==> config.mk <==
export PLATFORM = sky130hd
export DESIGN_NAME = mig_line_port
export DESIGN_NICKNAME = d
export VERILOG_FILES = /design/src/hdl/mig_line_pkg.sv /design/src/hdl/app_if_issue.sv /design/src/hdl/line_addr_map.sv /design/src/hdl/line_beat_split.sv /design/src/hdl/mig_line_port.sv /design/src/hdl/rd_line_gather.sv
export SDC_FILE = /design/constraint.sdc
export NUM_CORES = 1
export LEC_CHECK = 0
export ABC_AREA = 1
export BUFFER_PORTS_ARGS = -buffer_cell sky130_fd_sc_hd__buf_2
export CAP_MARGIN = 10
export CORE_AREA = 4 4 326 328
export CTS_BUF_LIST = sky130_fd_sc_hd__clkbuf_4 sky130_fd_sc_hd__clkbuf_8
export CTS_CLUSTER_DIAMETER = 200
export DETAILED_ROUTE_END_ITERATION = 12
export DIE_AREA = 0 0 330 332
export GPL_ROUTABILITY_DRIVEN = 0
export PLACE_DENSITY_LB_ADDON = 0.2
export SETUP_SLACK_MARGIN = 0.3
export SYNTH_ARGS = -nofsm -noshare
export SYNTH_HDL_FRONTEND = slang
export SYNTH_SLANG_ARGS = --single-unit
export TNS_END_PERCENT = 100
==> constraint.sdc <==
create_clock -name clk -period 9.9 [get_ports clk]
set_input_delay 0.495 -clock clk [delete_from_list [all_inputs] [get_ports clk]]
set_output_delay 0.495 -clock clk [all_outputs]
set_load 0.05 [all_outputs]
==> src/hdl/mig_line_pkg.sv <==
package mig_line_pkg;

   ///////////////////////////////////////////////////////////////////////
   // controller commands
   ///////////////////////////////////////////////////////////////////////

   // encodings of the app_af_cmd field on the address FIFO
   // only write and read are used by the line port
   typedef enum logic [2:0]
   {
      CMD_WRITE = 3'b000,
      CMD_READ  = 3'b001
   } app_cmd_e;

   ///////////////////////////////////////////////////////////////////////
   // issue engine states
   ///////////////////////////////////////////////////////////////////////

   // write path goes through three states, read path through two
   typedef enum logic [2:0]
   {
      ST_IDLE     = 3'd0,
      ST_WR_CMD   = 3'd1,
      ST_WR_BEAT0 = 3'd2,
      ST_WR_BEAT1 = 3'd3,
      ST_RD_CMD   = 3'd4,
      ST_RD_WAIT  = 3'd5
   } issue_state_e;

   ///////////////////////////////////////////////////////////////////////
   // line geometry
   ///////////////////////////////////////////////////////////////////////

   // data beats per cache line
   localparam int BEATS_PER_LINE = 2;

   // four column addresses per line, as a shift
   localparam int COLS_PER_LINE_LOG2 = 2;

endpackage

==> src/hdl/app_if_issue.sv <==
`timescale 1ns/1ps

module app_if_issue
(
   input  logic clk,
   input  logic rst,
   input  logic wr_req,
   input  logic rd_req,
   input  logic app_af_afull,
   input  logic app_wdf_afull,
   input  logic line_done,
   output logic accept,
   output logic beat_take,
   output logic app_af_wren,
   output logic app_wdf_wren,
   output logic busy
);

   import mig_line_pkg::*;

   issue_state_e state;
   issue_state_e state_nxt;

   ///////////////////////////////////////////////////////////////////////
   // request intake
   ///////////////////////////////////////////////////////////////////////

   // strobes only count while idle
   // anything arriving later is dropped
   assign accept = (state == ST_IDLE) && (wr_req || rd_req);

   // busy for the whole life of a line
   assign busy = (state != ST_IDLE);

   ///////////////////////////////////////////////////////////////////////
   // FIFO enables
   ///////////////////////////////////////////////////////////////////////

   // command goes out as soon as the address FIFO has room
   assign app_af_wren = ((state == ST_WR_CMD) || (state == ST_RD_CMD))
                        && !app_af_afull;

   // one beat per cycle with room in the write-data FIFO
   assign app_wdf_wren = ((state == ST_WR_BEAT0) || (state == ST_WR_BEAT1))
                         && !app_wdf_afull;

   // splitter steps on exactly the beats that were written
   assign beat_take = app_wdf_wren;

   ///////////////////////////////////////////////////////////////////////
   // next state
   ///////////////////////////////////////////////////////////////////////

   always_comb
   begin
      state_nxt = state;
      unique case (state)
         ST_IDLE:
         begin
            // write has priority over read
            if (wr_req)
            begin
               state_nxt = ST_WR_CMD;
            end
            else if (rd_req)
            begin
               state_nxt = ST_RD_CMD;
            end
         end
         ST_WR_CMD:
         begin
            if (app_af_wren)
            begin
               state_nxt = ST_WR_BEAT0;
            end
         end
         ST_WR_BEAT0:
         begin
            if (app_wdf_wren)
            begin
               state_nxt = ST_WR_BEAT1;
            end
         end
         ST_WR_BEAT1:
         begin
            // last beat closes the write
            if (app_wdf_wren)
            begin
               state_nxt = ST_IDLE;
            end
         end
         ST_RD_CMD:
         begin
            if (app_af_wren)
            begin
               state_nxt = ST_RD_WAIT;
            end
         end
         ST_RD_WAIT:
         begin
            // gatherer reports the full line
            if (line_done)
            begin
               state_nxt = ST_IDLE;
            end
         end
         default:
         begin
            state_nxt = ST_IDLE;
         end
      endcase
   end

   always_ff @(posedge clk)
   begin
      if (rst)
      begin
         state <= ST_IDLE;
      end
      else
      begin
         state <= state_nxt;
      end
   end

endmodule

==> src/hdl/line_addr_map.sv <==
`timescale 1ns/1ps

module line_addr_map #(
   parameter int BANK_WIDTH = 2,
   parameter int ROW_WIDTH  = 13,
   parameter int COL_WIDTH  = 10
)
(
   input  logic                         clk,
   input  logic                         rst,
   input  logic                         accept,
   input  logic                         wr_req,
   input  logic [BANK_WIDTH+ROW_WIDTH+COL_WIDTH
                 -mig_line_pkg::COLS_PER_LINE_LOG2-1:0] line_idx,
   output logic [BANK_WIDTH+ROW_WIDTH+COL_WIDTH-1:0] app_af_addr,
   output mig_line_pkg::app_cmd_e       app_af_cmd
);

   import mig_line_pkg::*;

   // index bits that land in the column field
   localparam int COL_IDX_WIDTH = COL_WIDTH - COLS_PER_LINE_LOG2;

   ///////////////////////////////////////////////////////////////////////
   // index split
   ///////////////////////////////////////////////////////////////////////

   logic [BANK_WIDTH-1:0] bank;
   logic [ROW_WIDTH-1:0]  row;
   logic [COL_WIDTH-1:0]  col;

   // low index bits pick the line within a row
   // column gets two zero bits below, one line spans four columns
   assign col = {line_idx[COL_IDX_WIDTH-1:0], {COLS_PER_LINE_LOG2{1'b0}}};

   // row sits directly above the column bits
   assign row = line_idx[COL_IDX_WIDTH +: ROW_WIDTH];

   // bank takes the top of the index
   assign bank = line_idx[COL_IDX_WIDTH+ROW_WIDTH +: BANK_WIDTH];

   ///////////////////////////////////////////////////////////////////////
   // request latch
   ///////////////////////////////////////////////////////////////////////

   // command is control state, back to write after reset
   // write wins when both strobes come together
   always_ff @(posedge clk)
   begin
      if (rst)
      begin
         app_af_cmd <= CMD_WRITE;
      end
      else if (accept)
      begin
         app_af_cmd <= wr_req ? CMD_WRITE : CMD_READ;
      end
   end

   // packed address, bank then row then column
   // stays put until the next accepted request
   always_ff @(posedge clk)
   begin
      if (accept)
      begin
         app_af_addr <= {bank, row, col};
      end
   end

endmodule

==> src/hdl/line_beat_split.sv <==
`timescale 1ns/1ps

module line_beat_split #(
   parameter int APPDATA_WIDTH = 128
)
(
   input  logic                     clk,
   input  logic                     rst,
   input  logic                     accept,
   input  logic [mig_line_pkg::BEATS_PER_LINE*APPDATA_WIDTH-1:0] wr_line,
   input  logic                     beat_take,
   output logic [APPDATA_WIDTH-1:0] app_wdf_data
);

   ///////////////////////////////////////////////////////////////////////
   // line storage
   ///////////////////////////////////////////////////////////////////////

   // held halves of the accepted line
   logic [APPDATA_WIDTH-1:0] line_lo;
   logic [APPDATA_WIDTH-1:0] line_hi;

   // beat pointer, 0 = low half on the bus
   logic                     beat_sel;

   // payload only, loaded once per accept
   always_ff @(posedge clk)
   begin
      if (accept)
      begin
         line_lo <= wr_line[APPDATA_WIDTH-1:0];
         line_hi <= wr_line[2*APPDATA_WIDTH-1:APPDATA_WIDTH];
      end
   end

   ///////////////////////////////////////////////////////////////////////
   // beat pointer
   ///////////////////////////////////////////////////////////////////////

   // a new line always starts on the low half
   // each taken beat moves to the other half
   always_ff @(posedge clk)
   begin
      if (rst)
      begin
         beat_sel <= 1'b0;
      end
      else if (accept)
      begin
         beat_sel <= 1'b0;
      end
      else if (beat_take)
      begin
         beat_sel <= ~beat_sel;
      end
   end

   // current beat straight onto the write-data FIFO
   assign app_wdf_data = beat_sel ? line_hi : line_lo;

endmodule

==> src/hdl/mig_line_port.sv <==
`timescale 1ns/1ps

module mig_line_port #(
   parameter int  APPDATA_WIDTH  = 128,
   parameter int  BANK_WIDTH     = 2,
   parameter int  ROW_WIDTH      = 13,
   parameter int  COL_WIDTH      = 10,
   localparam int ADDR_WIDTH     = BANK_WIDTH + ROW_WIDTH + COL_WIDTH,
   localparam int LINE_IDX_WIDTH = ADDR_WIDTH - mig_line_pkg::COLS_PER_LINE_LOG2
)
(
   input  logic                        clk,
   input  logic                        rst,
   // client side
   input  logic                        wr_req,
   input  logic                        rd_req,
   input  logic [LINE_IDX_WIDTH-1:0]   line_idx,
   input  logic [mig_line_pkg::BEATS_PER_LINE*APPDATA_WIDTH-1:0] wr_line,
   output logic                        busy,
   output logic [mig_line_pkg::BEATS_PER_LINE*APPDATA_WIDTH-1:0] rd_line,
   output logic                        rd_line_valid,
   // controller address FIFO
   output logic                        app_af_wren,
   output logic [ADDR_WIDTH-1:0]       app_af_addr,
   output mig_line_pkg::app_cmd_e      app_af_cmd,
   input  logic                        app_af_afull,
   // controller write-data FIFO
   output logic                        app_wdf_wren,
   output logic [APPDATA_WIDTH-1:0]    app_wdf_data,
   output logic [APPDATA_WIDTH/8-1:0]  app_wdf_mask_data,
   input  logic                        app_wdf_afull,
   // controller read return
   input  logic                        rd_data_valid,
   input  logic [APPDATA_WIDTH-1:0]    rd_data_fifo_out
);

   // engine to datapath strobes
   logic accept;
   logic beat_take;

   // no byte masking, every byte written
   assign app_wdf_mask_data = '0;

   ///////////////////////////////////////////////////////////////////////
   // datapath
   ///////////////////////////////////////////////////////////////////////

   line_addr_map #(
      .BANK_WIDTH (BANK_WIDTH),
      .ROW_WIDTH  (ROW_WIDTH),
      .COL_WIDTH  (COL_WIDTH)
   ) u_line_addr_map (
      .clk         (clk),
      .rst         (rst),
      .accept      (accept),
      .wr_req      (wr_req),
      .line_idx    (line_idx),
      .app_af_addr (app_af_addr),
      .app_af_cmd  (app_af_cmd)
   );

   line_beat_split #(
      .APPDATA_WIDTH (APPDATA_WIDTH)
   ) u_line_beat_split (
      .clk          (clk),
      .rst          (rst),
      .accept       (accept),
      .wr_line      (wr_line),
      .beat_take    (beat_take),
      .app_wdf_data (app_wdf_data)
   );

   ///////////////////////////////////////////////////////////////////////
   // control and read return
   ///////////////////////////////////////////////////////////////////////

   // read ends when the gathered line pulses out
   app_if_issue u_app_if_issue (
      .clk           (clk),
      .rst           (rst),
      .wr_req        (wr_req),
      .rd_req        (rd_req),
      .app_af_afull  (app_af_afull),
      .app_wdf_afull (app_wdf_afull),
      .line_done     (rd_line_valid),
      .accept        (accept),
      .beat_take     (beat_take),
      .app_af_wren   (app_af_wren),
      .app_wdf_wren  (app_wdf_wren),
      .busy          (busy)
   );

   rd_line_gather #(
      .APPDATA_WIDTH (APPDATA_WIDTH)
   ) u_rd_line_gather (
      .clk              (clk),
      .rst              (rst),
      .rd_data_valid    (rd_data_valid),
      .rd_data_fifo_out (rd_data_fifo_out),
      .rd_line          (rd_line),
      .rd_line_valid    (rd_line_valid)
   );

endmodule

==> src/hdl/rd_line_gather.sv <==
`timescale 1ns/1ps

module rd_line_gather #(
   parameter int APPDATA_WIDTH = 128
)
(
   input  logic                     clk,
   input  logic                     rst,
   input  logic                     rd_data_valid,
   input  logic [APPDATA_WIDTH-1:0] rd_data_fifo_out,
   output logic [mig_line_pkg::BEATS_PER_LINE*APPDATA_WIDTH-1:0] rd_line,
   output logic                     rd_line_valid
);

   ///////////////////////////////////////////////////////////////////////
   // beat tracking
   ///////////////////////////////////////////////////////////////////////

   // set once the low half has arrived
   logic hi_beat;

   always_ff @(posedge clk)
   begin
      if (rst)
      begin
         hi_beat       <= 1'b0;
         rd_line_valid <= 1'b0;
      end
      else
      begin
         // single-cycle pulse after the second beat
         rd_line_valid <= rd_data_valid && hi_beat;
         if (rd_data_valid)
         begin
            hi_beat <= ~hi_beat;
         end
      end
   end

   ///////////////////////////////////////////////////////////////////////
   // line assembly
   ///////////////////////////////////////////////////////////////////////

   // first beat low half, second beat high half
   always_ff @(posedge clk)
   begin
      if (rd_data_valid)
      begin
         if (hi_beat)
         begin
            rd_line[2*APPDATA_WIDTH-1:APPDATA_WIDTH] <= rd_data_fifo_out;
         end
         else
         begin
            rd_line[APPDATA_WIDTH-1:0] <= rd_data_fifo_out;
         end
      end
   end

endmodule

# Word level (Yosys, flattened, before mapping)

Index checks and enable logic that the tools add are counted.

Register bits: 544

Equality and inequality tests: 11
Multiplexer cells: 10
Bitwise logic cells: 2
Reductions and logical operators: 15

Operators by type and width:

| operator           | number |
|---|---|
| $mux 128           | 1 |
| $mux 3             | 7 |
| $pmux 3 s6         | 1 |
| $ne 2x2->1 const B | 4 |
| $eq 3x2->1 const B | 2 |
| $eq 3x3->1 const B | 2 |
| $reduce_and 6->1   | 1 |
| $logic_and 1x1->1  | 4 |
| $reduce_and 2->1   | 2 |
| $eq 3x1->1 const B | 1 |
| $logic_not 3->1    | 1 |
| $logic_or 1x1->1   | 3 |
| $ne 3x3->1 const B | 1 |
| $reduce_bool 3->1  | 1 |
| $logic_not 1->1    | 2 |
| $ne 2x1->1 const B | 1 |
| $not 1->1          | 2 |
| $reduce_or 2->1    | 1 |
| $mux 1             | 1 |

# Depth between registers and ports, before layout

Word-level depth: 5
Mapped depth: 8

# By module

A second synthesis with hierarchy kept.

Cell total of the unflattened synthesis: 1,035
Area, all modules: 18,796.8 um2

Modules (own cells, without submodules):

| module          | times used | cells an instance | area each (um2) | seq. area each (um2) |
|---|---|---|---|---|
| line_beat_split | 1          | 675               | 9,875.7         | 7,707.4 |
| rd_line_gather  | 1          | 267               | 7,766.2         | 7,727.4 |
| line_addr_map   | 1          | 34                | 765.7           | 710.7 |
| app_if_issue    | 1          | 42                | 265.3           | 60.1 |
| mig_line_port   | 1          | 17                | 123.9           | 0.0 |

# Least setup slack after synthesis

Ideal clock, no wire load.

Path kind: input to register
From: in wr_req
To: reg u_line_addr_map.app_af_addr[10] (enable)
Arrival time: 6.165 ns
Data required time: 9.269 ns
Path slack: 3.105 ns
Stages: 4
Path buffers: 0
Cell sequence: inv_1 -> nand2_1 -> nand3_1 -> inv_1

Longest elaborated chain between the ends: 2

RTL lines:

| item                 | line                | RTL |
|---|---|---|
| from (decl)          | mig_line_port.sv:15 | `input logic wr_req,` |
| $logic_or 1x1->1     | app_if_issue.sv:30  | `assign accept = (state == ST_IDLE) && (wr_req \|\| rd_req);` |
| $logic_and 1x1->1    | app_if_issue.sv:30  |  |
| via accept           | mig_line_port.sv:38 | `logic accept;` |
| to (signal assigned) | line_addr_map.sv:66 | `app_af_addr <= {bank, row, col};` |
| to (decl)            | line_addr_map.sv:15 | `output logic [BANK_WIDTH+ROW_WIDTH+COL_WIDTH-1:0] app_af_addr,` |

The timed path passes the listed nets, and every way through them passes these cells.
A chain may end at the register's enable or synchronous reset.

# Final worst setup path

From: reg u_line_beat_split.beat_sel
To: out app_wdf_data[68]

Longest elaborated chain between the ends: 1

RTL lines:

| item                   | line                  | RTL |
|---|---|---|
| from (decl)            | line_beat_split.sv:24 | `logic beat_sel;` |
| from (signal assigned) | line_beat_split.sv:54 | `beat_sel <= ~beat_sel;` |
| $mux 128               | line_beat_split.sv:59 | `assign app_wdf_data = beat_sel ? line_hi : line_lo;` |
| to (decl)              | mig_line_port.sv:29   | `output logic [APPDATA_WIDTH-1:0] app_wdf_data,` |

Every way passes these cells.

==> load_flow_metrics.sql <==
INSERT INTO impl_metrics (metric_group, metric, value, unit) VALUES
('critical_path', 'critPathLaunchType', 'flip-flop', ''),
('pwr', 'ir_worst_vdd', '0.185', 'mV'),
('routing', 'detail_route.first_pass.iterations', '4', ''),
('synthesis', 'share_of_synthesized_area_occupied_by_flip_flops_and_latches', '89.3', '%'),
('routing', 'ant_nets', '0', ''),
('clocking', 'cts_buffers', '99', ''),
('floorplan', 'floorplan.die.height', '332', 'µm'),
('critical_path', 'reg2regPathDepth', '5', ''),
('sta', 'worst_slew_pin_slew', '1.03', 'ns'),
('floorplan', 'die_width', '330', 'µm'),
('synthesis', 'synthTopCellsByArea', 'sky130_fd_sc_hd__edfxtp_1 (89%), sky130_fd_sc_hd__mux2_2 (7.9%), sky130_fd_sc_hd__buf_4 (1.3%), sky130_fd_sc_hd__dfxtp_1 (0.77%), sky130_fd_sc_hd__nand2_1 (0.25%)', ''),
('grt', 'grt_max_degree', '157', ''),
('clocking', 'cts_tree', 'built', ''),
('grt', 'globalRouteOverflowTotal', '0', ''),
('sta', 'final.setup.tns', '0', 'ns'),
('synthesis', 'synth_edf_count', '535', ''),
('grt', 'grt_antenna_before_repair', '17', ''),
('routing', 'detail_route.vias_per_cell', '3.51', ''),
('status', 'outcome', 'completed', ''),
('floorplan', 'design.portCount', '846', ''),
('place', 'hpwlAfterDp', '52.5', 'mm'),
('critical_path', 'crit_required', '9.41', 'ns'),
('pwr', 'power.density_cell_area', '271', 'nW/µm²'),
('synthesis', 'yosysWarnings', '0', ''),
('synthesis', 'synth.most_common_cell', 'sky130_fd_sc_hd__edfxtp_1', ''),
('synthesis', 'synthDominantCellAreaShare', '88.5', '%'),
('critical_path', 'timing.critical_path.mode_cell', 'sky130_fd_sc_hd__buf_4', ''),
('sta', 'number_of_pins_with_negative_max_slew_slack_in_the_final_report', '0', ''),
('critical_path', 'cp_slowest_stage_delay', '0.75', 'ns'),
('run', 'maxCapViolations', '0', ''),
('sta', 'worst_rel_slew_slack', '31.1', '%'),
('floorplan', 'row_count', '118', ''),
('routing', 'routed_vias', '12500', ''),
('final_layout', 'area_delta_synth_final', '65.3', '%'),
('synthesis', 'synthDominantAreaCellType', 'sky130_fd_sc_hd__edfxtp_1', ''),
('floorplan', 'design.core.area', '103000', 'µm²'),
('critical_path', 'timing.setup.critical_path_class', 'reg2out', ''),
('critical_path', 'timing.critical_path.to_type', 'primary output', ''),
('synthesis', 'postSynthRegisterBits', '542', ''),
('clocking', 'clkTransAtPathRegs', '0.06', 'ns'),
('sta', 'timing.fmax', '252', 'MHz'),
('synthesis', 'netlist_instances', '755', ''),
('clocking', 'clock-root-buffer', 'sky130_fd_sc_hd__clkbuf_8', ''),
('place', 'port-buffer-count', '825', ''),
('floorplan', 'die-area', '110000', 'µm²'),
('clocking', 'postCtsSetupBuffers', '0', ''),
('critical_path', 'critical_path_data_arrival_time', '3.47', 'ns'),
('sta', 'worst_clock_skew', '0.0380', 'ns'),
('routing', 'wl_per_cell', '19.7', 'µm'),
('critical_path', 'slowest_stage', 'sky130_fd_sc_hd__buf_4', ''),
('synthesis', 'most_used_flip_flop_cell_after_synthesis', 'sky130_fd_sc_hd__edfxtp_1', ''),
('critical_path', 'peak_fanout_along_the_critical_path', '64', ''),
('clocking', 'post_cts.resized_instances', '0', ''),
('synthesis', 'synth_common_cells', 'sky130_fd_sc_hd__edfxtp_1 (535), sky130_fd_sc_hd__mux2_2 (128), sky130_fd_sc_hd__buf_4 (32), sky130_fd_sc_hd__nand2_1 (12), sky130_fd_sc_hd__inv_1 (8)', ''),
('routing', 'remaining_drc_errors', '0', ''),
('sta', 'count_of_endpoints_failing_setup_in_the_final_report', '0', ''),
('hold_path', 'hold_path_class', 'in2reg', ''),
('grt', 'global_route.usage.total', '12.1', '%'),
('synthesis', 'post_synth_instance_area', '18200', 'µm²'),
('final_layout', 'post-route-util', '29.1', '%'),
('hold_path', 'min_path_cells', '4', ''),
('clocking', 'clk-insertion-delay-late', '0.71', 'ns'),
('sta', 'final.min_clock_period', '3.96', 'ns'),
('clocking', 'htreeDepth', '3', ''),
('final_layout', 'nets', '2498', ''),
('final_layout', 'drive_above_1_share', '52.1', '%'),
('clocking', 'cts.sink_count', '542', ''),
('sta', 'fin_crit_share', '40.0', '%'),
('pwr', 'static-leakage-power', '11.9', 'nW'),
('sta', 'hold_viol', '0', ''),
('grt', 'grt_first_pass_wirelength', '96.6', 'mm');
==> layer usage <==
layer | GRT usage [%] | part of all wire (%) | wire length, µm | vias up
met2 | 21.9 | 51 | 35800 | 638
met5 | 0 | 0.070 | 49 | -
met1 | 12.6 | 35 | 24700 | 6011
met3 | 5.14 | 10 | 7220 | 140
li1 | - | - | - | 5653
met4 | 4.21 | 3.0 | 2120 | 8
==> worst paths after layout <==
check | startpoint | to | slack, ns
min reg2reg | u_line_addr_map.app_af_cmd[0]$_SDFFE_PP0P_ | u_line_addr_map.app_af_cmd[0]$_SDFFE_PP0P_ | 0.47
min | app_af_afull | u_app_if_issue.state[1]$_SDFFE_PP0P_ | 0.13
max | u_line_beat_split.beat_sel$_SDFFE_PP0P_ | app_wdf_data[68] | 5.94
max reg2reg | u_app_if_issue.state[1]$_SDFFE_PP0P_ | u_line_beat_split.line_hi[71]$_DFFE_PP_ | 6.49
==> flip-flops by register name (all words and copies together) (netlist names) <==
name and count:
u_line_beat_split.line_lo 128, u_rd_line_gather.rd_line 256, u_line_beat_split.beat_sel 1, u_line_beat_split.line_hi 128, u_line_addr_map.app_af_cmd 1, u_rd_line_gather.hi_beat 1
u_app_if_issue.state 3, u_line_addr_map.app_af_addr 23, u_rd_line_gather.rd_line_valid 1
==> report_power, final <==
group          switching (mW)  internal (mW)
sequential              0.175           3.29
clock                   0.975           1.14
combinational            1.96          0.594
total                    3.11           5.03
==> cells by family after synthesis <==
kind of cell | count (synthesis) | synth area share [%]
muxes | 128 | 7.94
and+or+nand+nor | 33 | 0.951
DFF | 542 | 89.3
xor gates and xnor gates | 1 | 0.0483
other | 1 | 0.0207
AOI/OAI and AO/OA | 7 | 0.193
buffers and inverters | 43 | 1.56
==> area by class of cell <==
cell class | instances | area (µm²)
repair buffers | 1243 | 8310
flip-flops and latches | 542 | 16200
clock inverters | 48 | 339
diodes | 11 | 27.5
inverters | 9 | 46.3
multi-input cells | 189 | 1740
fillers | 10500 | 73200
well taps | 1380 | 1730
clock buffers | 130 | 1610
==> critical path: cells and delay by family (launching register included) <==
| kind | cells | cell delay [ns] |
|---|---|---|
| buffers and inverters | 3 | 1.58 |
| DFF | 1 | 0.62 |
| muxes | 1 | 0.42 |
==> layout by cell type, fill, tap and decap left out, drive strengths merged, types with 3 or more instances in the layout <==
master       instances
diode               11
clkinv              38
nor2                 8
mux2               128
dlygate4sd3        411
inv                 14
clkbuf             130
nand3                6
buf                832
conb                20
bufinv               3
edfxtp             535
nand2               16
dfxtp                7
a21oi                5
==> stage by stage <==
stage,cell area [µm²],setup slack (ns),instances,hold WS [ns],total power [mW]
floorplan,18200,3.10,774,0.445,5.37
global placement,23900,6.42,2952,0.470,5.97
detailed placement,23900,6.35,2952,0.465,5.98
CTS,30000,5.72,3541,0.00726,8.30
global route,30000,5.67,3550,0.0375,8.53
finish,30000,5.94,3552,0.132,8.14
Power figures use the tool's default switching activity.
